===== src/design/vpu_defines.svh =====
`ifndef VPU_DEFINES_SVH
`define VPU_DEFINES_SVH

// memory and register file sizes
`define VPU_IMEM_DEPTH 256
`define VPU_DMEM_DEPTH 1024
`define VPU_NREGS      32
`define VPU_LANES      4

// host byte-address map, each word takes 4 bytes
`define VPU_IMEM_BASE  16'h0000
`define VPU_DMEM_BASE  16'h1000
`define VPU_CTRL_ADDR  16'h2000

`endif


===== src/design/vpu_pkg.sv =====
package vpu_pkg;

	// instruction: opcode 19:15, rd or label 14:10, rs2 9:5, rs1 4:0
	typedef logic [19:0] instr_t;
	typedef logic [7:0]  pc_t;
	typedef logic [4:0]  reg_addr_t;
	typedef logic [15:0] sword_t;
	typedef logic [7:0]  lane_t;
	// one vector register, also one data memory word
	typedef logic [31:0] vword_t;
	typedef logic [9:0]  dmem_addr_t;

	typedef enum logic [4:0] {
		NOP = 5'd0,
		ADD, SUB, AND, OR, XOR,
		LI, LW, SW,
		BEQ, BNE,
		VADD, VSUB, VXOR, VBCAST,
		VLD, VST,
		HALT
	} opcode_t;

	typedef enum logic [1:0] {
		IDLE,
		WAIT_GRANT,
		WAIT_DATA,
		RESPOND
	} host_state_t;

endpackage


===== src/design/mem_arbiter.sv =====
`timescale 1ns/1ps

module mem_arbiter (
	input  logic                clk,
	input  logic                rst,
	input  logic                core_req,
	input  logic                core_we,
	input  vpu_pkg::dmem_addr_t core_addr,
	input  vpu_pkg::vword_t     core_wdata,
	input  logic                host_req,
	input  logic                host_we,
	input  vpu_pkg::dmem_addr_t host_addr,
	input  vpu_pkg::vword_t     host_wdata,
	output logic                host_gnt,
	output logic                host_rvalid,
	output vpu_pkg::vword_t     host_rdata,
	output vpu_pkg::vword_t     core_rdata,
	output logic                ram_we,
	output vpu_pkg::dmem_addr_t ram_addr,
	output vpu_pkg::vword_t     ram_wdata,
	input  vpu_pkg::vword_t     ram_rdata
);
	// set when last cycle was a granted host read
	logic host_rd_q;

	// core never waits, host gets the idle cycles
	assign host_gnt  = host_req && !core_req;
	assign ram_we    = core_req ? core_we : (host_gnt && host_we);
	assign ram_addr  = core_req ? core_addr : host_addr;
	assign ram_wdata = core_req ? core_wdata : host_wdata;

	always_ff @(posedge clk) begin
		if (rst)
			host_rd_q <= 1'b0;
		else
			host_rd_q <= host_gnt && !host_we;
	end

	// route the returning word to whoever read it
	assign host_rvalid = host_rd_q;
	assign host_rdata  = host_rd_q ? ram_rdata : '0;
	assign core_rdata  = host_rd_q ? '0 : ram_rdata;

endmodule


===== config.mk =====
export PLATFORM = sky130hd
export DESIGN_NAME = mem_arbiter
export DESIGN_NICKNAME = d
export VERILOG_FILES = /design/src/design/vpu_defines.svh /design/src/design/vpu_pkg.sv /design/src/design/mem_arbiter.sv
export SDC_FILE = /design/constraint.sdc
export NUM_CORES = 1
export LEC_CHECK = 0
export BUFFER_PORTS_ARGS = -buffer_cell sky130_fd_sc_hd__buf_4
export CAP_MARGIN = 20
export CELL_PAD_IN_SITES_DETAIL_PLACEMENT = 0
export CELL_PAD_IN_SITES_GLOBAL_PLACEMENT = 1
export CORE_AREA = 2 2 90 92
export CTS_CLUSTER_DIAMETER = 60
export DETAILED_ROUTE_END_ITERATION = 10
export DIE_AREA = 0 0 92 94
export PLACE_DENSITY_LB_ADDON = 0.05
export SETUP_SLACK_MARGIN = 0.2
export SYNTH_ARGS = -nofsm -noshare
export SYNTH_HDL_FRONTEND = slang
export SYNTH_SLANG_ARGS = --single-unit

===== constraint.sdc =====
create_clock -name clk -period 2.3 [get_ports clk]
set_input_delay 0 -clock clk [delete_from_list [all_inputs] [get_ports clk]]
set_output_delay 0 -clock clk [all_outputs]
set_load 0.05 [all_outputs]

==> results.yml, run 1 <==
outcome:
  status: "completed"
layout:
  num-fill-cells: 767
  fin_nets: 465
  num_antenna_cells: 0
  syn2layout_area_growth_pct: 147
  drive_gt1_share_pct: 80.6
  largest_reg_flops: 1
  stdcell_count: 443
sta:
  timing.hold.ws_ns: 0.159
  drv_slew: 0
  rsz0062_at_grt: "false"
  fin_crit_sh_pct: 51.7
  hold_viol_final: 0
  worst_pin_slew_ns: 0.749
  slew-limit-headroom_pct: 50.1
  fmax_mhz: 841
  finalCriticalPeriod_ns: 1.19
  setup_violations: 0
  finalSetupTns_ns: 0
floorplanning:
  dieArea_sq_um: 8650
  ios: 231
  rows: 32
  core_sq_um: 7610
  initial_core_util_pct: 15.6
  fp.dieW_um: 92
  die_y_um: 94
synth:
  syn_area_per_cell_sq_um: 9.72
  yosys_warnings: 0
  yosysMostFrequentCell: "mux2_4"
  synthesis.area_sq_um: 1190
  syn-instance-count: 122
  syn-num-nets: 244
  synth_edf_count: 0
  ys_top_cells_by_count: "mux2_4 (39), and2_1 (32), nor2b_1 (32)"
  synth_flop_cell: "dfxtp_1"
  yosys.area.top_type: "mux2_4"
  ys_top_cells_by_area: "mux2_4 (49%), and2_1 (17%), nor2b_1 (17%), buf_12 (5.1%), buf_2 (3.0%)"
  ys_seq_area_share_pct: 1.69
  async_flop_share_pct: 0
  synth_top_area_share_pct: 49.4
  synth_cell_type_count: 12
  ys_ff_latch: 1
flow_run:
  max_cap_viol_count: 0
worst_hold_path:
  hp-class: "in2reg"
critical_path:
  critPathLaunchType: "input pin"
  path_class: "in2out"
  critPathArrivalTime_ns: 1.19
  cp.required_ns: 2.30
  endpoint_kind: "primary output"
  cp_max_fo: 44
global_route:
  overflow: 0
  antenna_found_initial: 0
  grt_pass1_vias: 1514
  grt_pass1_wl_um: 7420
  grt_max_degree: 66
  grt_usage_pct: 10.5
drt:
  via_count: 1705
  first_pass_iters: 2
  antenna_left: 0
  vias_per_cell: 3.85
  drc: 0
  drt_iter0_drc: 15
  wire_per_inst_um: 12.3
  wl_um: 5440
placed_design:
  dp_hpwl_um: 4820
  routabilityCongestion: 0.716
  io_buffers: 230
  dp_cells: 443
pwr:
  ir_worst_vdd_v: 0.000141
  leakagePower_nw: 1.66
  p_per_area_nw_per_um2: 301
  finalPower_mw: 0.882
clock_network:
  post-cts-setup-buffers: 0
  hold_buffers: 0
  post_cts_resized: 0
  clk_pin_slew_worst_paths_ns: 0
[cells in the final DEF, fill, tap and decap left out, drive strengths merged]
cell | netlist | layout
mux2 | 42 | 42
buf | 12 | 231
dfxtp | 1 | 1
a22o | 1 | 1
nor2b | 33 | 33
and2 | 32 | 32
nor3b | 1 | 1
[kinds of logic after synthesis]
kind of cell,synth area share [%]
AOI/OAI and AO/OA,0.739
buffers and inverters,10.2
DFF,1.69
muxes,52.2
and+or+nand+nor,35.1
[worst paths after layout]
| check | endpoint | slack (ns) | from | depth (start not counted) |
|---|---|---|---|---|
| max | ram_wdata[31] | 1.11 | core_req | 3 |
| min | host_rvalid$_SDFF_PP0_ | 0.16 | rst | 2 |
[metrics by stage]
step	worst slack [ns]	utilization, %	cell area [sq um]
CTS	1.09	38.5	2930
global route	1.04	38.5	2930
finish	1.11	38.5	2930
floorplan	0.735	-	1190
detailed placement	1.09	38.5	2930
global placement	1.09	38.5	2930
[power breakdown]
| part | switching (mW) | internal [mW] |
|---|---|---|
| clock network | 0 | 0 |
| registers | 0.0000952 | 0.0182 |
| logic | 0.499 | 0.364 |
| total | 0.500 | 0.382 |
[final cells by class]
cell class	count	area [sq um]	share of cell area, %
well taps	102	128	4.36
flip-flops and latches	1	21.3	0.726
multi-input cells	109	1040	35.7
repair buffers	231	1730	59.2
[routing by layer]
layer | share of wire [%] | GRT usage (%) | wire (um)
met1 | 27 | 9.11 | 1450
met2 | 58 | 22.2 | 3130
met3 | 16 | 5.46 | 861
met4 | 0 | 0 | 0
met5 | 0 | 0 | 0
[worst max-delay path: stages]
cell    delay, ns
buf_4        0.58
mux2_2       0.41
buf_4        0.19
Note: power is estimated with default switching activity, not from simulation.
==> run 2, diff against run 1 <==
Settings changed: CORE_AREA 2 2 90 92 to default, CORE_UTILIZATION from default to 15, DIE_AREA 0 0 92 94 to default.
Clock period 2.3 ns to 1.15 ns, I/O delays scaled along.
==> run 2 against run 1 <==
Effect of this change: combinational power increased by 120%; design area increased by 15%; sequential share of layout area about the same; global-route usage increased by 1.6 points; largest cell class unchanged; first-iteration DRC count decreased by 20%; worst hold slack improved by 0.014 ns.
==> results.yml, run 2 (same netlist as run 1, synthesis figures left out) <==
layout:
  num-fill-cells: 772
  fin_nets: 471
  final_common_cell: "buf_4"
  syn2layout_area_growth_pct: 183
  most-common-layout-cells: "buf_4 (230), mux2_4 (39), and2_4 (32), nor2b_4 (29), buf_12 (6)"
  final_design_area_no_fill_sq_um: 3360
  largest_reg_flops: 1
  drive_gt1_share_pct: 99.7
  num_antenna_cells: 0
  finish.utilization_pct: 43.7
drt:
  wl_um: 5670
  first_pass_iters: 4
  antenna_left: 0
  drt_iter0_drc: 12
  vias_per_cell: 3.86
  via_count: 1735
  wire_per_inst_um: 12.6
  drc: 0
sta:
  slew-limit-headroom_pct: 83.9
  drv_slew: 0
  rsz0062_at_grt: "true"
  fmax_mhz: 1050
  worst_pin_slew_ns: 0.240
  finalCriticalPeriod_ns: 0.955
  hold_viol_final: 0
  setup_violations: 0
  finalSetupTns_ns: 0
  setup_ws_ns: 0.195
  fin_crit_sh_pct: 83.0
pwr:
  leakagePower_nw: 1.93
  p_per_area_nw_per_um2: 567
  finalPower_mw: 1.90
  ir_worst_vdd_v: 0.000229
placed_design:
  routabilityCongestion: 0.689
  place_area_sq_um: 3360
  dp_hpwl_um: 5240
  io_buffers: 230
  place_ws_ns: 0.180
global_route:
  antenna_found_initial: 0
  grt_pass1_wl_um: 8120
  grt_pass1_vias: 1599
  grt_max_degree: 26
  overflow: 0
  grt_usage_pct: 12.1
clock_network:
  post-cts-setup-buffers: 0
  hold_buffers: 0
  post_cts_resized: 1
  clk_pin_slew_worst_paths_ns: 0
outcome:
  status: "completed"
critical_path:
  cp.required_ns: 1.15
  critPathLaunch: "host_rvalid$_SDFF_PP0_"
  endpoint_kind: "primary output"
  slowest_stage: "dfxtp_4"
  critPathMaxStageDelay_ns: 0.38
  path_class: "reg2out"
  path_cells: "buf_12 -> and2_4 -> buf_4"
  critPathLaunchType: "register"
  critPathArrivalTime_ns: 0.95
  cp_max_fo: 25
floorplanning:
  rows: 32
  die_y_um: 90.9
  ios: 231
  core_sq_um: 7690
  dieArea_sq_um: 8270
  fp.dieW_um: 90.9
  initial_core_util_pct: 15.4
flow_run:
  max_cap_viol_count: 0
worst_hold_path:
  min_to: "host_rvalid$_SDFF_PP0_"
  hp-class: "in2reg"
  hold_depth: 2
  min_from: "rst"
run 2: changes by cell type in the layout (fill, tap and decap cells not counted), moves of 3 or more:
cell | previous run | this run
nor2b_2 | 1 | 4
buf_12 | 0 | 6
and2_4 | 0 | 32
nor2b_1 | 32 | 0
nor2b_4 | 0 | 29
and2_1 | 32 | 0
run 2: cell type report:
cell class / instances / area [sq um] / area share, %
Timing Repair Buffer: 237 / 1860 / 55.3
Multi-Input combinational cell: 109 / 1350 / 40.2
Tap cell: 102 / 128 / 3.80
Sequential cell: 1 / 23.8 / 0.707
run 2: worst max path at each step:
stage	cells past startpoint	endpoint	slack [ns]
6_report	3	host_rdata[5]	0.20
2_1_floorplan	3	host_rdata[30]	0.13
4_1_cts	3	host_rdata[5]	0.19
3_5_place_dp	4	ram_wdata[30]	0.18
5_1_grt	3	host_rdata[9]	0.16
3_3_place_gp	4	ram_wdata[30]	0.18
run 2: worst max-delay path, delay by kind of cell (launching register included):
| family | cells | cell delay (ns) |
|---|---|---|
| DFF | 1 | 0.38 |
| and+or+nand+nor | 1 | 0.16 |
| buffers and inverters | 2 | 0.40 |
run 2: power by group:
group	total [mW]	leakage [nW]	internal, mW	switching (mW)
logic	1.87	1.92	0.831	1.04
clock network	0	0	0	0
registers	0.0372	0.00889	0.0347	0.00245
run 2: routing by layer:
| metal | vias up | share of wire (%) | global-route usage [%] | wire length, um |
|---|---|---|---|---|
| met4 | 0 | 0 | 0 | 0 |
| met1 | 763 | 30 | 11.5 | 1710 |
| met5 | - | 0 | 0 | 0 |
| li1 | 853 | - | - | - |
| met3 | 0 | 13 | 4.63 | 732 |
| met2 | 119 | 57 | 25.4 | 3230 |
run 2: stage by stage:
step / hold slack [ns] / std cells
floorplan: 0.0653 / 122
global placement: 0.171 / 449
detailed placement: 0.171 / 449
CTS: 0.173 / 449
global route: 0.176 / 449
finish: 0.173 / 449
