**src/design/vpu_defines.svh**
```systemverilog
`ifndef VPU_DEFINES_SVH
`define VPU_DEFINES_SVH

// memory and register file sizes
`define VPU_IMEM_DEPTH 256
`define VPU_DMEM_DEPTH 1024
`define VPU_NREGS      32
`define VPU_LANES      4

// host byte-address map, each word takes 4 bytes
`define VPU_IMEM_BASE  16'h0000
`define VPU_DMEM_BASE  16'h1000
`define VPU_CTRL_ADDR  16'h2000

`endif

```
**src/design/vpu_pkg.sv**
```systemverilog
package vpu_pkg;

	// instruction: opcode 19:15, rd or label 14:10, rs2 9:5, rs1 4:0
	typedef logic [19:0] instr_t;
	typedef logic [7:0]  pc_t;
	typedef logic [4:0]  reg_addr_t;
	typedef logic [15:0] sword_t;
	typedef logic [7:0]  lane_t;
	// one vector register, also one data memory word
	typedef logic [31:0] vword_t;
	typedef logic [9:0]  dmem_addr_t;

	typedef enum logic [4:0] {
		NOP = 5'd0,
		ADD, SUB, AND, OR, XOR,
		LI, LW, SW,
		BEQ, BNE,
		VADD, VSUB, VXOR, VBCAST,
		VLD, VST,
		HALT
	} opcode_t;

	typedef enum logic [1:0] {
		IDLE,
		WAIT_GRANT,
		WAIT_DATA,
		RESPOND
	} host_state_t;

endpackage

```
**src/design/execute_unit.sv**
```systemverilog
`timescale 1ns/1ps
`include "vpu_defines.svh"

module execute_unit (
	input  logic                clk,
	input  logic                rst,
	input  vpu_pkg::instr_t     instr,
	input  vpu_pkg::pc_t        instr_pc,
	input  logic                instr_valid,
	output vpu_pkg::reg_addr_t  rs1,
	output vpu_pkg::reg_addr_t  rs2,
	input  vpu_pkg::sword_t     srd1,
	input  vpu_pkg::sword_t     srd2,
	input  vpu_pkg::vword_t     vrd1,
	input  vpu_pkg::vword_t     vrd2,
	output logic                halt,
	output logic                redirect,
	output vpu_pkg::pc_t        redirect_pc,
	output logic                core_req,
	output logic                core_we,
	output vpu_pkg::dmem_addr_t core_addr,
	output vpu_pkg::vword_t     core_wdata,
	input  vpu_pkg::vword_t     core_rdata,
	output logic                s_we,
	output logic                v_we,
	output vpu_pkg::reg_addr_t  wr_addr,
	output vpu_pkg::sword_t     s_wdata,
	output vpu_pkg::vword_t     v_wdata
);
	import vpu_pkg::*;

	opcode_t   op;
	reg_addr_t rd;
	sword_t    s_a, s_b, s_res, wb_s_res;
	vword_t    v_a, v_b, v_res, wb_v_res;
	logic      s_wr, v_wr, is_load, mem_op, mem_wr, take, halt_op;
	logic      wb_load;

	assign op  = opcode_t'(instr[19:15]);
	assign rd  = instr[14:10];
	assign rs2 = instr[9:5];
	assign rs1 = instr[4:0];

	//////////////////////////////////////////////////////////////////////
	// forwarding from the writeback stage

	assign s_a = (s_we && wr_addr == rs1) ? s_wdata : srd1;
	assign s_b = (s_we && wr_addr == rs2) ? s_wdata : srd2;
	assign v_a = (v_we && wr_addr == rs1) ? v_wdata : vrd1;
	assign v_b = (v_we && wr_addr == rs2) ? v_wdata : vrd2;

	//////////////////////////////////////////////////////////////////////
	// decode and scalar ALU

	always_comb begin
		s_res   = '0;
		s_wr    = 1'b0;
		v_wr    = 1'b0;
		is_load = 1'b0;
		mem_op  = 1'b0;
		mem_wr  = 1'b0;
		take    = 1'b0;
		halt_op = 1'b0;
		case (op)
			ADD: begin s_res = s_a + s_b; s_wr = 1'b1; end
			SUB: begin s_res = s_a - s_b; s_wr = 1'b1; end
			AND: begin s_res = s_a & s_b; s_wr = 1'b1; end
			OR:  begin s_res = s_a | s_b; s_wr = 1'b1; end
			XOR: begin s_res = s_a ^ s_b; s_wr = 1'b1; end
			LI:  begin s_res = sword_t'(instr[9:0]); s_wr = 1'b1; end
			LW: begin
				s_wr    = 1'b1;
				is_load = 1'b1;
				mem_op  = 1'b1;
			end
			SW: begin
				mem_op = 1'b1;
				mem_wr = 1'b1;
			end
			BEQ: take = (s_a == s_b);
			BNE: take = (s_a != s_b);
			VADD, VSUB, VXOR, VBCAST: v_wr = 1'b1;
			VLD: begin
				v_wr    = 1'b1;
				is_load = 1'b1;
				mem_op  = 1'b1;
			end
			VST: begin
				mem_op = 1'b1;
				mem_wr = 1'b1;
			end
			HALT: halt_op = 1'b1;
			default: ;
		endcase
	end

	// lanewise vector ALU, each lane wraps at 8 bits
	always_comb begin
		lane_t la, lb, lr;
		v_res = '0;
		for (int i = 0; i < `VPU_LANES; i++) begin
			la = v_a[8*i +: 8];
			lb = v_b[8*i +: 8];
			case (op)
				VADD:    lr = la + lb;
				VSUB:    lr = la - lb;
				VXOR:    lr = la ^ lb;
				default: lr = s_a[7:0];
			endcase
			v_res[8*i +: 8] = lr;
		end
	end

	// branch target is behind the branch by the label
	assign redirect    = instr_valid && take;
	assign redirect_pc = instr_pc - pc_t'(rd);
	assign halt        = instr_valid && halt_op;

	assign core_req   = instr_valid && mem_op;
	assign core_we    = mem_wr;
	assign core_addr  = s_a[9:0];
	assign core_wdata = (op == VST) ? v_b : {16'b0, s_b};

	//////////////////////////////////////////////////////////////////////
	// writeback register

	always_ff @(posedge clk) begin
		if (rst) begin
			s_we    <= 1'b0;
			v_we    <= 1'b0;
			wb_load <= 1'b0;
		end else begin
			s_we    <= instr_valid && s_wr;
			v_we    <= instr_valid && v_wr;
			wb_load <= instr_valid && is_load;
		end
	end

	always_ff @(posedge clk) begin
		wr_addr  <= rd;
		wb_s_res <= s_res;
		wb_v_res <= v_res;
	end

	// load data arrives from memory during writeback
	assign s_wdata = wb_load ? core_rdata[15:0] : wb_s_res;
	assign v_wdata = wb_load ? core_rdata : wb_v_res;

endmodule

```
**config.mk**
```make
export PLATFORM = sky130hd
export DESIGN_NAME = execute_unit
export DESIGN_NICKNAME = d
export VERILOG_FILES = /design/src/design/vpu_pkg.sv /design/src/design/execute_unit.sv
export VERILOG_INCLUDE_DIRS = /design/src /design/src/design
export SDC_FILE = /design/constraint.sdc
export NUM_CORES = 1
export LEC_CHECK = 0
export BUFFER_PORTS_ARGS = -buffer_cell sky130_fd_sc_hd__buf_2
export CORE_UTILIZATION = 53
export DETAILED_ROUTE_END_ITERATION = 6
export PLACE_DENSITY = 0.83
export SYNTH_ARGS = -nofsm -noshare
export SYNTH_HDL_FRONTEND = slang
export SYNTH_SLANG_ARGS = --single-unit
```
**constraint.sdc**
```tcl
create_clock -name clk -period 5.1 [get_ports clk]
set_clock_uncertainty 0.1 [all_clocks]
set_input_delay 0 -clock clk [delete_from_list [all_inputs] [get_ports clk]]
set_output_delay 0 -clock clk [all_outputs]
set_load 0.005 [all_outputs]
```
==> metrics.txt <==
# TYPE chip_impl_metric gauge
chip_impl_metric{name="drv_cap",unit=""} 0
chip_impl_info{name="worstPathCellList",value="xnor2_1 -> nand3_2 -> buf_4 -> nor2_2 -> buf_4 -> mux2i_1 -> inv_1 -> ha_1 -> nand2_1 -> nor3_1 -> o21a_1 -> a211oi_1 -> o31a_1 -> o21ai_0 -> nand3_1 -> a221o_1"} 1
chip_impl_metric{name="antenna_left",unit=""} 0
chip_impl_info{name="highest_count_cells_in_the_layout_ignoring_fill_and_taps",value="sky130_fd_sc_hd__buf_2 (277), sky130_fd_sc_hd__inv_1 (96), sky130_fd_sc_hd__nor2_1 (85)"} 1
chip_impl_metric{name="measured_slew_at_the_worst_slew_check_pin",unit="ns"} 1.159
chip_impl_metric{name="power_density",unit="nW/µm²"} 173.7
chip_impl_metric{name="critical_path.max_stage_delay",unit="ns"} 0.56
chip_impl_metric{name="cts_htree_levels",unit=""} 2
chip_impl_metric{name="grt_max_degree",unit=""} 36
chip_impl_metric{name="cts_resized",unit=""} 0
chip_impl_metric{name="final_period_minus_worst_setup_slack",unit="ns"} 4.783
chip_impl_metric{name="synth.net_count",unit=""} 1342
chip_impl_metric{name="ys_async_sr_fraction",unit=""} 0
chip_impl_metric{name="synthesis.yosys.warnings",unit=""} 0
chip_impl_metric{name="initial_core_util",unit=""} 0.5462
chip_impl_metric{name="std_cell_rows",unit=""} 45
chip_impl_metric{name="syn_to_final_growth",unit="%"} 22.06
chip_impl_metric{name="cts.sinks",unit=""} 56
chip_impl_info{name="final_common_cell",value="sky130_fd_sc_hd__buf_2"} 1
chip_impl_metric{name="power.ir.vdd_worst",unit="V"} 0.0001392
chip_impl_info{name="setup.worst_path.start_class",value="flip-flop"} 1
chip_impl_metric{name="top_level_ports",unit=""} 278
chip_impl_metric{name="number_of_antenna_violations_at_the_first_check_in_global_routing",unit=""} 0
chip_impl_metric{name="critical_path_peak_fanout",unit=""} 12
chip_impl_metric{name="report.final.slew_viol_count",unit=""} 0
chip_impl_metric{name="floorplan.die.height",unit="µm"} 127.6
chip_impl_metric{name="detail_route.first_pass.iterations",unit=""} 7
chip_impl_metric{name="final.hold.worst_slack",unit="ns"} 0.06475
chip_impl_metric{name="worstPathRequired",unit="ns"} 5.20
chip_impl_info{name="synth_top_cells_by_area",value="sky130_fd_sc_hd__dfxtp_1 (13%), sky130_fd_sc_hd__ha_1 (13%), sky130_fd_sc_hd__mux2i_1 (8.4%)"} 1
chip_impl_metric{name="dpl_cell_area",unit="µm²"} 9861
chip_impl_metric{name="static-leakage-power",unit="nW"} 5.007
chip_impl_metric{name="synth_area",unit="µm²"} 8366
chip_impl_info{name="worstHoldPathType",value="primary input to flip-flop"} 1
chip_impl_metric{name="grt_usage",unit=""} 0.3750
chip_impl_metric{name="drt_iter0_markers",unit=""} 913
chip_impl_metric{name="floorplan.die_area",unit="µm²"} 16290
chip_impl_info{name="synth_area_leader_cell",value="sky130_fd_sc_hd__dfxtp_1"} 1
chip_impl_info{name="tritoncts_clock_tree",value="done"} 1
chip_impl_info{name="rsz_0062_raised_after_global_routing",value="false"} 1
chip_impl_metric{name="area_of_the_core",unit="µm²"} 15310
chip_impl_metric{name="cp.arrival",unit="ns"} 4.89
chip_impl_metric{name="grt_first_pass_wirelength",unit="µm"} 47170
chip_impl_metric{name="synthCells",unit=""} 1092
chip_impl_metric{name="detail_route.wirelength",unit="µm"} 31400
chip_impl_metric{name="ys_ff_latch",unit=""} 56
chip_impl_metric{name="die_w",unit="µm"} 127.6
chip_impl_metric{name="seq_area_frac_synth",unit=""} 0.1340
chip_impl_metric{name="timing_hold_violations_final",unit=""} 0
chip_impl_info{name="run_status",value="complete, no violations"} 1
chip_impl_metric{name="num-nets-final",unit=""} 1604
chip_impl_metric{name="design_power_total",unit="mW"} 1.774
chip_impl_metric{name="port_buffer_count",unit=""} 277
chip_impl_metric{name="via_density_per_instance",unit=""} 6.085
chip_impl_info{name="dominantRegCellSynth",value="sky130_fd_sc_hd__dfxtp_1"} 1
chip_impl_metric{name="insertion_delay",unit="ns"} 0.32
chip_impl_metric{name="synth_top_area_frac",unit=""} 0.1340
chip_impl_metric{name="number_of_synthesized_flops_with_an_enable_pin",unit=""} 0
chip_impl_info{name="cpMaxStageDelayCell",value="sky130_fd_sc_hd__mux2i_1"} 1
chip_impl_metric{name="estimated_wirelength_of_the_detail_placed_design",unit="µm"} 24380
chip_impl_metric{name="post_route_cells_drive_above_1_share",unit=""} 0.2590
chip_impl_metric{name="route.vias.total",unit=""} 9535
chip_impl_metric{name="tritoncts_buffers",unit=""} 5
chip_impl_metric{name="timing.max_slew.rel_slack",unit=""} 0.2263
chip_impl_info{name="cts-root-buf",value="sky130_fd_sc_hd__clkbuf_16"} 1
chip_impl_metric{name="avg_synthesized_cell_area",unit="µm²"} 7.661
chip_impl_metric{name="routedWlPerCell",unit="µm"} 20.04
chip_impl_metric{name="ys_types",unit=""} 67
chip_impl_metric{name="clk_pin_slew_worst_paths",unit="ns"} 0.08
chip_impl_metric{name="period_share",unit=""} 0.9379
chip_impl_metric{name="design_area",unit="µm²"} 10210
chip_impl_metric{name="fin_setup_tns",unit="ns"} 0
chip_impl_metric{name="ctsLongestPathBuffers",unit=""} 2
chip_impl_info{name="setup.worst_path.class",value="flip-flop to flip-flop"} 1
chip_impl_metric{name="max_clk_rate",unit="MHz"} 209.1
chip_impl_metric{name="drc_errors",unit=""} 0
chip_impl_metric{name="gp_congestion",unit=""} 1.023
chip_impl_info{name="critical_path.most_common_cell",value="sky130_fd_sc_hd__buf_4"} 1
chip_impl_metric{name="first_global_vias",unit=""} 8940
chip_impl_metric{name="gr-total-overflow",unit=""} 0
chip_impl_metric{name="finalSetupViolCount",unit=""} 0
chip_impl_info{name="end_kind",value="flip-flop"} 1
cells in the mapped netlist, types with 3 or more instances:
master	instances
sky130_fd_sc_hd__xnor2_1	33
sky130_fd_sc_hd__inv_1	96
sky130_fd_sc_hd__a41oi_2	4
sky130_fd_sc_hd__fa_1	7
sky130_fd_sc_hd__and2_1	3
sky130_fd_sc_hd__or3_1	3
sky130_fd_sc_hd__mux2i_1	70
sky130_fd_sc_hd__dfxtp_1	56
sky130_fd_sc_hd__a211oi_1	11
sky130_fd_sc_hd__a21oi_1	84
sky130_fd_sc_hd__o211a_1	5
sky130_fd_sc_hd__o211ai_1	20
sky130_fd_sc_hd__nor2_1	85
sky130_fd_sc_hd__nor2b_1	11
sky130_fd_sc_hd__xnor3_1	4
sky130_fd_sc_hd__ha_1	84
sky130_fd_sc_hd__clkbuf_1	30
sky130_fd_sc_hd__buf_2	12
sky130_fd_sc_hd__o311ai_0	3
sky130_fd_sc_hd__nand4_1	3
sky130_fd_sc_hd__o21a_1	4
sky130_fd_sc_hd__and3_1	13
sky130_fd_sc_hd__mux2_2	30
sky130_fd_sc_hd__a221o_1	3
sky130_fd_sc_hd__and2_0	4
sky130_fd_sc_hd__nor3_1	22
sky130_fd_sc_hd__o21bai_1	11
sky130_fd_sc_hd__o221ai_1	20
sky130_fd_sc_hd__a21o_1	19
sky130_fd_sc_hd__a221oi_1	8
sky130_fd_sc_hd__xor2_1	63
sky130_fd_sc_hd__o31ai_1	5
sky130_fd_sc_hd__o22ai_1	8
sky130_fd_sc_hd__nand3_1	23
sky130_fd_sc_hd__a31oi_1	8
sky130_fd_sc_hd__o2111ai_1	4
sky130_fd_sc_hd__nor4_1	9
sky130_fd_sc_hd__nand2_1	65
sky130_fd_sc_hd__a22oi_1	8
sky130_fd_sc_hd__buf_4	16
sky130_fd_sc_hd__o21ai_1	10
sky130_fd_sc_hd__nand2b_1	17
sky130_fd_sc_hd__o21ai_0	69
sequential cells by signal, summed over array words and instances (netlist names):
name and cells:
s_we 1, wb_load 1, wb_v_res 32, v_we 1, wb_s_res 16, wr_addr 5
report_power, final:
group          total (mW)  internal, mW  switching [mW]
combinational       0.860         0.366           0.493
clock               0.424         0.232           0.192
sequential          0.491         0.477          0.0136
area by class of cell:
| type | count | area (µm²) |
|---|---|---|
| clock buffer | 5 | 125.1 |
| fill | 1357 | 5104 |
| inverter | 96 | 360.3 |
| timing repair buffer | 316 | 1724 |
| clock inverter | 3 | 42.54 |
| tap | 211 | 264.0 |
| multi-input combinational | 879 | 6570 |
| sequential | 56 | 1122 |
| antenna | 1 | 2.502 |
kinds of logic (layout without fill, tap and decap cells):
group / count (synthesis) / count (layout) / synth area share
buffers and inverters: 157 / 420 / 0.08137
muxes: 100 / 100 / 0.1241
AOI/OAI and AO/OA: 316 / 316 / 0.2462
other: 0 / 1 / 0
adders and majority gates: 91 / 91 / 0.1424
xor gates and xnor gates: 102 / 102 / 0.1152
DFF: 56 / 56 / 0.1340
and+or+nand+nor: 270 / 270 / 0.1567
stage by stage:
stage | std cells | util | worst slack (ns)
after floorplan | 1092 | - | 0.9885
after global placement | 1540 | 0.6439 | 0.5400
after detailed placement | 1540 | 0.6439 | 0.5161
after CTS | 1566 | 0.6666 | 0.4564
after global routing | 1566 | 0.6666 | 0.03644
final | 1567 | 0.6667 | 0.3169
worst paths after layout:
check	cells past startpoint	slack, ns	to	from
hold reg to reg	5	0.76	wb_v_res[16]	wb_v_res[16]
setup reg to reg	16	0.32	wb_s_res[12]	wr_addr[4]
setup / recovery	16	0.32	wb_s_res[12]	wr_addr[4]
hold / removal	4	0.06	wb_v_res[25]	vrd1[25]
critical path: cells and delay by family (launching register included):
family,cells,cell delay (ns)
AOI/OAI and AO/OA,5,1.07
and+or+nand+nor,5,1.05
buffers and inverters,3,0.67
muxes,1,0.56
adders and majority gates,1,0.56
DFF,1,0.35
xor gates and xnor gates,1,0.30
routing by layer:
layer / global-route usage / part of all wire
met5: 0 / 0
met4: 0.1945 / 0.045
met3: 0.05402 / 0.084
met2: 0.6397 / 0.48
met1: 0.4587 / 0.39
timing repair:
| action | 4_1_cts | 5_1_grt |
|---|---|---|
| hold buffers | 18 | 0 |
| buffers inserted | 0 | 0 |
| endpoints found under the hold margin | 15 | 0 |
No activity file was read; power rests on OpenSTA's default activity.
