--- src/design/vpu_defines.svh ---
`ifndef VPU_DEFINES_SVH
`define VPU_DEFINES_SVH

// memory and register file sizes
`define VPU_IMEM_DEPTH 256
`define VPU_DMEM_DEPTH 1024
`define VPU_NREGS      32
`define VPU_LANES      4

// host byte-address map, each word takes 4 bytes
`define VPU_IMEM_BASE  16'h0000
`define VPU_DMEM_BASE  16'h1000
`define VPU_CTRL_ADDR  16'h2000

`endif

--- src/design/vpu_pkg.sv ---
package vpu_pkg;

	// instruction: opcode 19:15, rd or label 14:10, rs2 9:5, rs1 4:0
	typedef logic [19:0] instr_t;
	typedef logic [7:0]  pc_t;
	typedef logic [4:0]  reg_addr_t;
	typedef logic [15:0] sword_t;
	typedef logic [7:0]  lane_t;
	// one vector register, also one data memory word
	typedef logic [31:0] vword_t;
	typedef logic [9:0]  dmem_addr_t;

	typedef enum logic [4:0] {
		NOP = 5'd0,
		ADD, SUB, AND, OR, XOR,
		LI, LW, SW,
		BEQ, BNE,
		VADD, VSUB, VXOR, VBCAST,
		VLD, VST,
		HALT
	} opcode_t;

	typedef enum logic [1:0] {
		IDLE,
		WAIT_GRANT,
		WAIT_DATA,
		RESPOND
	} host_state_t;

endpackage

--- src/design/axil_host_port.sv ---
`timescale 1ns/1ps
`include "vpu_defines.svh"

module axil_host_port (
	input  logic                clk,
	input  logic                rst,
	input  logic [15:0]         awaddr,
	input  logic                awvalid,
	output logic                awready,
	input  logic [31:0]         wdata,
	input  logic                wvalid,
	output logic                wready,
	output logic [1:0]          bresp,
	output logic                bvalid,
	input  logic                bready,
	input  logic [15:0]         araddr,
	input  logic                arvalid,
	output logic                arready,
	output logic [31:0]         rdata,
	output logic [1:0]          rresp,
	output logic                rvalid,
	input  logic                rready,
	output logic                imem_we,
	output vpu_pkg::pc_t        imem_addr,
	output vpu_pkg::instr_t     imem_data,
	output logic                start,
	input  logic                running,
	input  logic                halted,
	output logic                host_req,
	output logic                host_we,
	output vpu_pkg::dmem_addr_t host_addr,
	output vpu_pkg::vword_t     host_wdata,
	input  logic                host_gnt,
	input  logic                host_rvalid,
	input  vpu_pkg::vword_t     host_rdata
);
	import vpu_pkg::*;

	localparam logic [1:0] RESP_OKAY   = 2'b00;
	localparam logic [1:0] RESP_SLVERR = 2'b10;

	host_state_t state;
	logic        wr_acc, rd_acc, is_rd, halted_q;
	logic        hit_ctrl, hit_imem, hit_dmem;
	logic [15:0] acc_addr, imem_off, dmem_off;
	logic [1:0]  resp_q;
	vword_t      rdata_q;

	// one transaction at a time, writes win over reads
	assign wr_acc  = (state == IDLE) && awvalid && wvalid;
	assign rd_acc  = (state == IDLE) && arvalid && !(awvalid && wvalid);
	assign awready = wr_acc;
	assign wready  = wr_acc;
	assign arready = rd_acc;

	// address decode
	assign acc_addr = wr_acc ? awaddr : araddr;
	assign imem_off = acc_addr - `VPU_IMEM_BASE;
	assign dmem_off = acc_addr - `VPU_DMEM_BASE;
	assign hit_ctrl = (acc_addr == `VPU_CTRL_ADDR);
	assign hit_imem = (imem_off < 16'(`VPU_IMEM_DEPTH * 4));
	assign hit_dmem = (dmem_off < 16'(`VPU_DMEM_DEPTH * 4));

	assign bvalid   = (state == RESPOND) && !is_rd;
	assign rvalid   = (state == RESPOND) && is_rd;
	assign bresp    = resp_q;
	assign rresp    = resp_q;
	assign rdata    = rdata_q;
	assign host_req = (state == WAIT_GRANT);
	assign host_we  = !is_rd;

	always_ff @(posedge clk) begin
		if (rst) begin
			state    <= IDLE;
			is_rd    <= 1'b0;
			resp_q   <= RESP_OKAY;
			start    <= 1'b0;
			imem_we  <= 1'b0;
			halted_q <= 1'b0;
		end else begin
			start   <= 1'b0;
			imem_we <= 1'b0;
			// halted is sticky until the next start
			if (start)
				halted_q <= 1'b0;
			else if (halted)
				halted_q <= 1'b1;
			case (state)
				IDLE: begin
					if (wr_acc || rd_acc) begin
						is_rd <= rd_acc;
						// instruction memory is write only from the host
						if (hit_ctrl || hit_dmem || (hit_imem && wr_acc))
							resp_q <= RESP_OKAY;
						else
							resp_q <= RESP_SLVERR;
						state   <= hit_dmem ? WAIT_GRANT : RESPOND;
						start   <= wr_acc && hit_ctrl && wdata[0];
						imem_we <= wr_acc && hit_imem;
					end
				end
				WAIT_GRANT: begin
					if (host_gnt)
						state <= is_rd ? WAIT_DATA : RESPOND;
				end
				WAIT_DATA: begin
					if (host_rvalid)
						state <= RESPOND;
				end
				RESPOND: begin
					if (is_rd ? rready : bready)
						state <= IDLE;
				end
				default: state <= IDLE;
			endcase
		end
	end

	// request payload and read data
	always_ff @(posedge clk) begin
		if (wr_acc || rd_acc) begin
			imem_addr  <= pc_t'(imem_off >> 2);
			imem_data  <= wdata[19:0];
			host_addr  <= dmem_addr_t'(dmem_off >> 2);
			host_wdata <= wdata;
			rdata_q    <= hit_ctrl ? {30'b0, halted_q, running} : '0;
		end else if (state == WAIT_DATA && host_rvalid) begin
			rdata_q <= host_rdata;
		end
	end

endmodule

--- config.mk ---
export PLATFORM = sky130hd
export DESIGN_NAME = axil_host_port
export DESIGN_NICKNAME = d
export VERILOG_FILES = /design/src/design/vpu_pkg.sv /design/src/design/axil_host_port.sv
export VERILOG_INCLUDE_DIRS = /design/src /design/src/design
export SDC_FILE = /design/constraint.sdc
export NUM_CORES = 1
export LEC_CHECK = 0
export BUFFER_PORTS_ARGS = -buffer_cell sky130_fd_sc_hd__buf_2
export CAP_MARGIN = 5
export CORE_UTILIZATION = 45
export DETAILED_ROUTE_END_ITERATION = 6
export PLACE_DENSITY_LB_ADDON = 0.08
export SLEW_MARGIN = 20
export SYNTH_ARGS = -nofsm -noshare
export SYNTH_HDL_FRONTEND = slang
export SYNTH_SLANG_ARGS = --single-unit
--- constraint.sdc ---
create_clock -name clk -period 5.35 [get_ports clk]
set_input_delay 0.535 -clock clk [delete_from_list [all_inputs] [get_ports clk]]
set_output_delay 0.535 -clock clk [all_outputs]
set_load 0.02 [all_outputs]
==> implementation parameters, run 1 <==
Parameter                              Value

Layout
  Number of nets in the finished design    553
  Layout cells sized above 1    53.6%
  Diode count    0
  Layout overhead on the synthesized area    33.8%
  Post-layout util    62.3%

Power and ir drop
  Switching Share    39.4%
  Proportion of power drawn by the clock network    17.0%
  Switching power    0.923 mW
  Peak supply drop    0.375 mV
  Proportion of power drawn by combinational gates    39.0%
  Leakage power figure    2.11 nW
  Ratio of total power to cell area    516 nW/um^2
  Relative contribution of sequential cells to total power    44.0%
  Internal Pwr Total    1.42 mW

Timing
  Fin Setup TNS    0 ps
  Worst slew margin relative to its limit    35.9%
  Fin Clk Skew    10.3 ps
  Period utilization    52.0%
  Worst Max-Slew Pin Slew    961 ps
  Hold violation total from the final report    0
  Highest attainable clock frequency    0.359 GHz
  Least setup slack across all paths after layout    2570 ps
  Setup repair after global routing missed its margin    false
  Final critical delay including setup and external delays    2780 ps
  Final setup violation count    0
  Number of slew-limit violations in the final report    0

CTS
  Number of setup buffers added after CTS    0
  Register clock-pin slew on the reported worst setup and hold paths    90 ps
  TritonCTS clock tree    done
  Hold-fix buffers at CTS    0
  Number of buffers on the longest clock path    2
  Total number of H-tree levels    3
  Resized cells post-CTS    0
  Worst-Skew Late Latency    350 ps
  TritonCTS buffer count    9
  CTS root buffer    clkbuf_8
  Clk sink count    81

Global route
  Overall fraction of global-route tracks in use    18.1%
  Number of global-route vias before repair    2119
  GR Overflow Total    0
  Global-route wire length before repair    10400 um
  Initial antenna violation count    0
  Pin count of the biggest net entering global routing    46

Floorplanning
  Floorplan die height    88.9 um
  Ports placed on the boundary    222
  Total die area    7900 um^2
  Initial cell density of the core    46.6%
  Placeable core area    7290 um^2
  Number of placement rows    31
  DIE WIDTH    88.9 um

Run status
  Outcome    completed

Detailed routing
  Detailed router's first-iteration violation count    116
  Vias per std cell    4.52
  # DRC    0
  Total routed wirelength    7480 um
  Post-DR wirelength/cell    13.7 um
  Number of search-and-repair iterations in the first detailed-routing pass    4
  Total number of vias    2466
  Count of nets left with antenna violations after detail routing    0

Worst setup path
  Series of cell instances along the critical path    inv_1, ha_1, nand2b_1, inv_2, nand2_1, o31ai_1
  Crit path largest cell delay    910 ps
  Critical path endpoint category    flip-flop
  Master of the slowest instance on the critical path    inv_2
  Worst EP arrival    2950 ps
  Number of buffers and inverters on the critical path    2
  Data required time of the worst path    5510 ps
  Family with the most delay on the worst path    buffers and inverters
  Worst Path Max Fanout    45
  Setup crit start kind    flip-flop
  Setup Crit Path Kind    reg2reg

Logic synthesis
  Proportion of netlist area held by the largest area contributor    65.4%
  Synth warnings    0
  Top area cells in the synthesized netlist    edfxtp_1, buf_4, and2_1
  Post-synthesis instance area    3400 um^2
  Sequential cell area fraction in the yosys report    69.6%
  Number of instances in the synthesized netlist    246
  Share of flip-flops with an asynchronous set or reset after synthesis    0%
  Primary FF master, synth    edfxtp_1
  Avg Inst Size Synth    13.8 um^2
  Distinct cell type count of the synthesized netlist    36
  FF+latch count, synth    81
  Largest area contributor in the netlist    edfxtp_1
  Post-synth EDFFs    74

Placed design
  Final estimated routing congestion in global placement    0.750
  Port buffer count    219
  DPL Wire Length    5790 um
  Pre-CTS WS    2440 ps

Run
  Max Cap Viol    0

Min path
  Hold Path Class    in2reg
==> placed cells by master, fill, tap and decap left out, types with 2 or more instances in the layout <==
cell type and count:
clkinvlp_4 2, conb_1 2, nor4b_1 3, o31ai_1 2
nand2_1 30, a21oi_1 6, mux2i_1 4, inv_1 10
nor3_1 3, ha_1 5, nand3b_1 2, clkbuf_8 9
o2111ai_1 2, nand4_1 2, inv_6 2, nand3_1 2
a31oi_1 2, nor4_1 3, clkinv_4 2, buf_2 219
inv_2 2, and2_1 32, nor2_1 4, edfxtp_1 74
dfxtp_1 7
==> worst reg2reg max path, stage by stage, from the launching register on <==
cell and delay [ps]:
dfxtp_1 340, inv_1 150, ha_1 300, nand2b_1 550, inv_2 910, nand2_1 120, o31ai_1 230
==> cell families (layout without fill, tap and decap cells) <==
logic type               Yosys count  after routing  share of synthesized area (%)
other                              1              2                          0.110
AND/OR/NAND/NOR                   87             87                           14.3
adder cells (fa/ha/maj)            5              5                           1.84
AO/OA/AOI/OAI                     19             19                           4.02
buffers and inverters             49            248                           9.03
multiplexers                       4              4                           1.18
flip-flops                        81             81                           69.6
==> state kept, by name (all words and copies together) (netlist names) <==
signal      count
imem_we         1
start           1
imem_addr       7
host_wdata     13
host_addr       3
rdata          32
is_rd           1
halted_q        1
imem_data      19
state           2
bresp           1
==> metrics by stage <==
stage | cell area, um^2 | instances | hold WS (ps) | power (mW)
2_1_floorplan | 3400 | 247 | 469 | 1.71
3_3_place_gp | 4370 | 529 | 407 | 1.96
3_5_place_dp | 4370 | 529 | 409 | 1.97
4_1_cts | 4540 | 545 | 345 | 2.37
5_1_grt | 4540 | 545 | 345 | 2.48
6_report | 4540 | 545 | 357 | 2.34
==> power by group through the flow <==
stage | Sequential [mW] | Combinational [mW] | Clock (mW)
6_report | 1.03 | 0.913 | 0.398
5_1_grt | 1.06 | 0.995 | 0.430
4_1_cts | 1.04 | 0.926 | 0.406
3_5_place_dp | 1.05 | 0.923 | 0
3_3_place_gp | 1.04 | 0.916 | 0
2_1_floorplan | 1.28 | 0.429 | 0
==> final timing paths <==
kind | depth (start not counted) | startpoint | slack (ps) | endpoint
worst max-delay path | 6 | state[0]$_SDFFE_PP0P_ | 2570 | rdata[0]$_DFFE_PP_
worst min-delay path | 1 | wdata[9] | 360 | imem_data[9]$_DFFE_PN_
worst max register to register | 6 | state[0]$_SDFFE_PP0P_ | 2570 | rdata[0]$_DFFE_PP_
worst min register to register | 1 | start$_SDFF_PP0_ | 420 | halted_q$_SDFFE_PP0P_
==> Yosys cell counts (all sizes together), types with 4 or more instances <==
cell type,number
inv,12
edfxtp,74
dfxtp,7
ha,5
buf,34
nor4,4
mux2i,4
nor2,4
nand2,30
and2,32
a21oi,6
==> final cells by class <==
class / count / area (um^2)
clock buffers: 9 / 124
clock inverters: 7 / 53.8
fillers: 620 / 2750
inverters: 12 / 45.0
multi-input cells: 117 / 731
flip-flops and latches: 81 / 2360
well taps: 99 / 124
repair buffers: 220 / 1100
==> metal layers <==
metal	track usage (%)	vias to the layer above	wire (um)
met5	0	-	0
met4	7.62	0	125
met3	4.29	11	566
met2	31.0	128	3800
met1	21.9	1096	2990
li1	-	1231	-
Power figures use the tool's default switching activity.
==> inputs of run 2 (changes only) <==
- CORE_UTILIZATION: 45 -> 42
- clock period: 5.35 -> 2.9 ns (I/O delays scaled with it)
==> run 2 against run 1 <==
Global-route usage fell by 0.61 points. Final cell count rose by 0.92%. Clock power rose by 100%. Sequential share of layout area fell by 0.41 points. Critical endpoint is now imem_data[12]$_DFFE_PN_. Clock-buffer cell count rose by 1. Hold slack got worse by 240 ps. Core utilization fell by 3.3 points. Critical path type unchanged. Largest cell class unchanged. Die area rose by 7.0%. Via count rose by 2.1%.
==> implementation parameters, run 2 (synthesis gave the netlist of run 1 again) <==
Parameter                              Value

Run status
  Outcome    completed

Detailed routing
  Count of nets left with antenna violations after detail routing    0 (unchanged)
  Number of search-and-repair iterations in the first detailed-routing pass    4 (unchanged)
  Total number of vias    2518 (+2.1%)
  # DRC    0 (unchanged)
  Total routed wirelength    7610 um (+1.7%)
  Vias per std cell    4.58 (+1.2%)
  Detailed router's first-iteration violation count    83 (-28%)
  Post-DR wirelength/cell    13.8 um (+0.79%)

Timing
  Tightest hold margin    116 ps (-241 ps)
  Fin Clk Skew    6.57 ps (-3.70 ps)
  Worst slew margin relative to its limit    63.0% (+27 points)
  Highest attainable clock frequency    0.471 GHz (+31%)
  Fin Setup TNS    0 ps (unchanged)
  Period utilization    73.2% (+21 points)
  Final setup violation count    0 (unchanged)
  Worst Max-Slew Pin Slew    555 ps (-406 ps)
  Number of slew-limit violations in the final report    0 (unchanged)
  Hold violation total from the final report    0 (unchanged)
  Setup repair after global routing missed its margin    false
  Final critical delay including setup and external delays    2120 ps (-662 ps)

Global route
  Number of global-route vias before repair    2303 (+8.7%)
  Overall fraction of global-route tracks in use    17.5% (-0.61 points)
  Global-route wire length before repair    11100 um (+6.8%)
  Pin count of the biggest net entering global routing    35 (-24%)
  GR Overflow Total    0 (unchanged)
  Initial antenna violation count    0 (unchanged)

Worst setup path
  Critical path depth    6 (unchanged)
  Crit Reg-Reg Startpoint    state[0]$_SDFFE_PP0P_
  Critical path startpoint    state[0]$_SDFFE_PP0P_
  Family with the most delay on the worst path    buffers and inverters
  Critical path's most frequent cell    buf_4
  Setup Crit Path Kind    reg2reg
  Master of the slowest instance on the critical path    buf_4
  Crit path largest cell delay    430 ps (-480 ps)
  Critical path endpoint category    flip-flop
  Setup crit start kind    flip-flop
  Worst Path Max Fanout    34 (-24%)
  Number of buffers and inverters on the critical path    4 (+2)
  Series of cell instances along the critical path    inv_1, ha_1, nand2b_1, buf_4, inv_2, buf_4
  Register-to-register setup slack    780 ps (-1790 ps)
  Data required time of the worst path    2900 ps (-2610 ps)
  Length in cells of the worst reg-to-reg path    6 (unchanged)
  Worst EP arrival    2120 ps (-830 ps)

Power and ir drop
  Total design power    4.42 mW (+89%)
  Peak supply drop    0.417 mV (+11%)
  Leakage power figure    2.13 nW (+0.88%)
  Ratio of total power to cell area    965 nW/um^2 (+87%)

Layout
  Diode count    0 (unchanged)
  Layout overhead on the synthesized area    34.9%
  Layout cells sized above 1    53.8% (+0.21 points)
  Flip-flop count of the largest register after layout    32 (unchanged)
  Non-Filler Cell Area, Final    4580 um^2 (+0.80%)
  Number of nets in the finished design    555 (+0.36%)
  Highest-count cells in the layout ignoring fill and taps    buf_2, edfxtp_1, and2_1
  Fill cell total of the finished layout    677 (+9.2%)
  Commonest non-fill, non-tap cell in the layout    buf_2

CTS
  TritonCTS buffer count    9 (unchanged)
  Register clock-pin slew on the reported worst setup and hold paths    90 ps (about the same)
  TritonCTS clock tree    done
  Number of buffers on the longest clock path    2 (unchanged)
  Number of setup buffers added after CTS    0 (unchanged)
  Worst-Skew Late Latency    340 ps (about the same)
  Resized cells post-CTS    0 (unchanged)
  CTS root buffer    clkbuf_8
  Total number of H-tree levels    3 (unchanged)
  Hold-fix buffers at CTS    0 (unchanged)
  Clk sink count    81 (unchanged)

Min path
  Origin of the worst min-delay path    wdata[7]
  Hold Path Cell Cnt    1 (unchanged)
  Hold Path Class    in2reg

Placed design
  Final estimated routing congestion in global placement    0.816 (+8.8%)
  Area of placed instances    4380 um^2 (+0.43%)
  DPL Wire Length    5960 um (+2.9%)
  Port buffer count    219 (unchanged)

Run
  Max Cap Viol    0 (unchanged)

Floorplanning
  Initial cell density of the core    43.7% (-2.9 points)
  Ports placed on the boundary    222 (unchanged)
  Total die area    8450 um^2 (+7.0%)
  Number of placement rows    32 (+3.2%)
  DIE WIDTH    91.9 um (+3.4%)
  Placeable core area    7770 um^2 (+6.5%)
  Floorplan die height    91.9 um (+3.4%)
[run 2: layer usage]
| metal | vias to the layer above | share of wire [%] | GRT usage, % |
|---|---|---|---|
| met5 | - | 0 | 0 |
| met4 | 0 | 1.2 | 5.86 |
| met3 | 11 | 7.9 | 3.57 |
| met2 | 137 | 52 | 32.5 |
| met1 | 1131 | 39 | 19.9 |
| li1 | 1239 | - | - |
[run 2: power breakdown]
group	total [mW]	switching [mW]	internal (mW)
Sequential	1.90	0.116	1.78
Combinational	1.71	1.18	0.528
Clock	0.807	0.405	0.401
Total	4.42	1.70	2.71
[run 2: cell type report]
cell class | count | area [um^2] | area share (%)
tap | 102 | 128 | 2.79
timing repair buffer | 222 | 1120 | 24.4
inverter | 12 | 45.0 | 0.984
clock inverter | 6 | 67.6 | 1.48
clock buffer | 10 | 128 | 2.79
multi-input combinational | 117 | 731 | 16.0
sequential | 81 | 2360 | 51.6
[run 2: worst paths after layout]
check | endpoint
setup / recovery | imem_data[12]$_DFFE_PN_
hold / removal | imem_data[7]$_DFFE_PN_
setup reg to reg | imem_data[12]$_DFFE_PN_
hold reg to reg | halted_q$_SDFFE_PP0P_
[run 2: worst reg2reg max path, stage by stage, from the launching register on]
cell	delay [ps]
dfxtp_1	340
inv_1	140
ha_1	300
nand2b_1	80
buf_4	220
inv_2	260
buf_4	440
[run 2: through the flow]
| stage | instances | worst slack (ps) | utilization, % |
|---|---|---|---|
| after floorplan | 247 | 691 | - |
| after global placement | 534 | 825 | 56.4 |
| after detailed placement | 534 | 772 | 56.4 |
| after CTS | 550 | 755 | 59.0 |
| after global routing | 550 | 599 | 59.0 |
| final | 550 | 778 | 59.0 |
==> inputs of run 3 (changes only) <==
- CORE_UTILIZATION: 42 -> 38
- clock period: 2.9 -> 1.9 ns (I/O delays scaled with it)
==> run 3 against run 2 <==
Setup slack lost 650 ps. Non-clock buffer count grew 25. Sequential cell count is the same. Die area grew 10%. Register-to-register slack lost 620 ps. Wire length grew 6.9%. Via count grew 5.3%. Clock skew grew 2.9 ps. Largest power group unchanged.
==> implementation parameters, run 3 (synthesis gave the netlist of run 1 again) <==
Parameter                              Value

Run status
  Outcome    completed

Power and ir drop
  Leakage power figure    2.24 nW (+5.4%)
  Total design power    6.93 mW (+57%)
  Ratio of total power to cell area    1420 nW/um^2 (+48%)
  Peak supply drop    0.695 mV (+67%)

Placed design
  Area of placed instances    4470 um^2 (+2.0%)
  DPL Wire Length    6070 um (+1.8%)
  Port buffer count    219 (unchanged)
  Final estimated routing congestion in global placement    0.821 (+0.69%)

Floorplanning
  Placeable core area    8680 um^2 (+12%)
  Floorplan die height    96.5 um (+5.0%)
  Ports placed on the boundary    222 (unchanged)
  Total die area    9320 um^2 (+10%)
  Initial cell density of the core    39.1% (-4.6 points)
  DIE WIDTH    96.5 um (+5.0%)
  Number of placement rows    34 (+6.3%)

Layout
  Flip-flop count of the largest register after layout    32 (unchanged)
  Diode count    0 (unchanged)
  Non-Filler Cell Area, Final    4860 um^2 (+6.2%)
  Fill cell total of the finished layout    787 (+16%)
  Commonest non-fill, non-tap cell in the layout    buf_2
  Layout cells sized above 1    53.5% (-0.31 points)
  Number of nets in the finished design    580 (+4.5%)
  Highest-count cells in the layout ignoring fill and taps    buf_2, edfxtp_1, and2_1
  Layout overhead on the synthesized area    43.3%

CTS
  Clk sink count    81 (unchanged)
  Worst-Skew Late Latency    350 ps (about the same)
  Total number of H-tree levels    3 (unchanged)
  TritonCTS clock tree    done
  Register clock-pin slew on the reported worst setup and hold paths    90 ps (about the same)
  CTS root buffer    clkbuf_8
  Number of buffers on the longest clock path    2 (unchanged)
  TritonCTS buffer count    9 (unchanged)

Worst setup path
  Master of the slowest instance on the critical path    dfxtp_1
  Setup Crit Path Kind    reg2out
  Series of cell instances along the critical path    inv_1, ha_2, nand3_4, inv_4, buf_4, buf_2
  Family with the most delay on the worst path    buffers and inverters
  Data required time of the worst path    1710 ps (-1190 ps)
  Setup crit start kind    flip-flop
  Critical path endpoint category    output pin
  Number of buffers and inverters on the critical path    4 (unchanged)
  Worst EP arrival    1580 ps (-540 ps)
  Worst Path Max Fanout    9 (-74%)
  Crit path largest cell delay    320 ps (-110 ps)

Detailed routing
  Total number of vias    2651 (+5.3%)
  Total routed wirelength    8140 um (+6.9%)
  # DRC    0 (unchanged)
  Number of search-and-repair iterations in the first detailed-routing pass    6 (+2)
  Post-DR wirelength/cell    14.0 um (+1.2%)
  Count of nets left with antenna violations after detail routing    0 (unchanged)
  Detailed router's first-iteration violation count    87 (+4.8%)
  Vias per std cell    4.56 (-0.34%)

Timing
  Highest attainable clock frequency    0.564 GHz
  Final critical delay including setup and external delays    1770 ps
  Hold violation total from the final report    0 (unchanged)
  Number of slew-limit violations in the final report    0 (unchanged)
  Final setup violation count    0 (unchanged)
  Period utilization    93.4%
  Fin Clk Skew    9.50 ps (+2.93 ps)
  Tightest hold margin    24.7 ps (-90.9 ps)
  Setup repair after global routing missed its margin    true

Global route
  Number of global-route vias before repair    2327 (+1.0%)
  Pin count of the biggest net entering global routing    46 (+31%)
  Global-route wire length before repair    11400 um (+3.4%)
  Overall fraction of global-route tracks in use    16.7% (-0.77 points)
  GR Overflow Total    0 (unchanged)
  Initial antenna violation count    0 (unchanged)

Run
  Max Cap Viol    0 (unchanged)

Min path
  Hold Path Class    in2reg
-- run 3: path summary, 6_finish.rpt --
check / from / end / slack (ps) / cells past startpoint
worst max-delay path: state[1]$_SDFFE_PP0P_ / awready / 130 / 6
worst max register to register: state[0]$_SDFFE_PP0P_ / rdata[0]$_DFFE_PP_ / 160 / 6
worst min register to register: start$_SDFF_PP0_ / halted_q$_SDFFE_PP0P_ / 450 / 1
worst min-delay path: wdata[18] / imem_data[18]$_DFFE_PN_ / 20 / 1
-- run 3: timing repair --
| action | 4_1_cts | 5_1_grt |
|---|---|---|
| endpoints found under the setup margin | 0 | 3 |
| gates resized for setup | 0 | 3 |
| setup buffers | 0 | 1 |
| hold buffers | 16 | 3 |
| endpoints found under the hold margin | 16 | 3 |
-- run 3: layout make-up --
cell class	count	area (um^2)	share of cell area (%)
Sequential cell	81	2360	48.6
Timing Repair Buffer	247	1380	28.3
Multi-Input combinational cell	117	753	15.5
Tap cell	108	135	2.78
Clock buffer	9	124	2.55
Clock inverter	7	60.1	1.23
Inverter	12	51.3	1.05
-- run 3: metal layers --
metal / wire length, um / track usage, % / part of all wire, % / vias up
li1: - / - / - / 1288
met1: 3330 / 20.2 / 41 / 1228
met2: 4110 / 28.5 / 51 / 131
met3: 630 / 5.01 / 7.7 / 4
met4: 60 / 5.64 / 0.74 / 0
met5: 0 / 0 / 0 / -
-- run 3: report_power, final --
group / switching [mW] / internal (mW) / total [mW] / leakage [nW]
Clock: 0.689 / 0.503 / 1.19 / 0.0969
Combinational: 1.88 / 0.979 / 2.86 / 1.37
Sequential: 0.162 / 2.72 / 2.88 / 0.777
-- run 3: through the flow --
step / instances / worst slack (ps) / util, % / setup TNS, ps
after floorplan: 247 / 46.4 / - / 0
after global placement: 545 / 173 / 51.5 / 0
after detailed placement: 545 / 50.0 / 51.5 / 0
after CTS: 577 / 20.7 / 55.5 / 0
after global routing: 581 / -0.898 / 56.1 / -0.898
final: 581 / 126 / 56.1 / 0
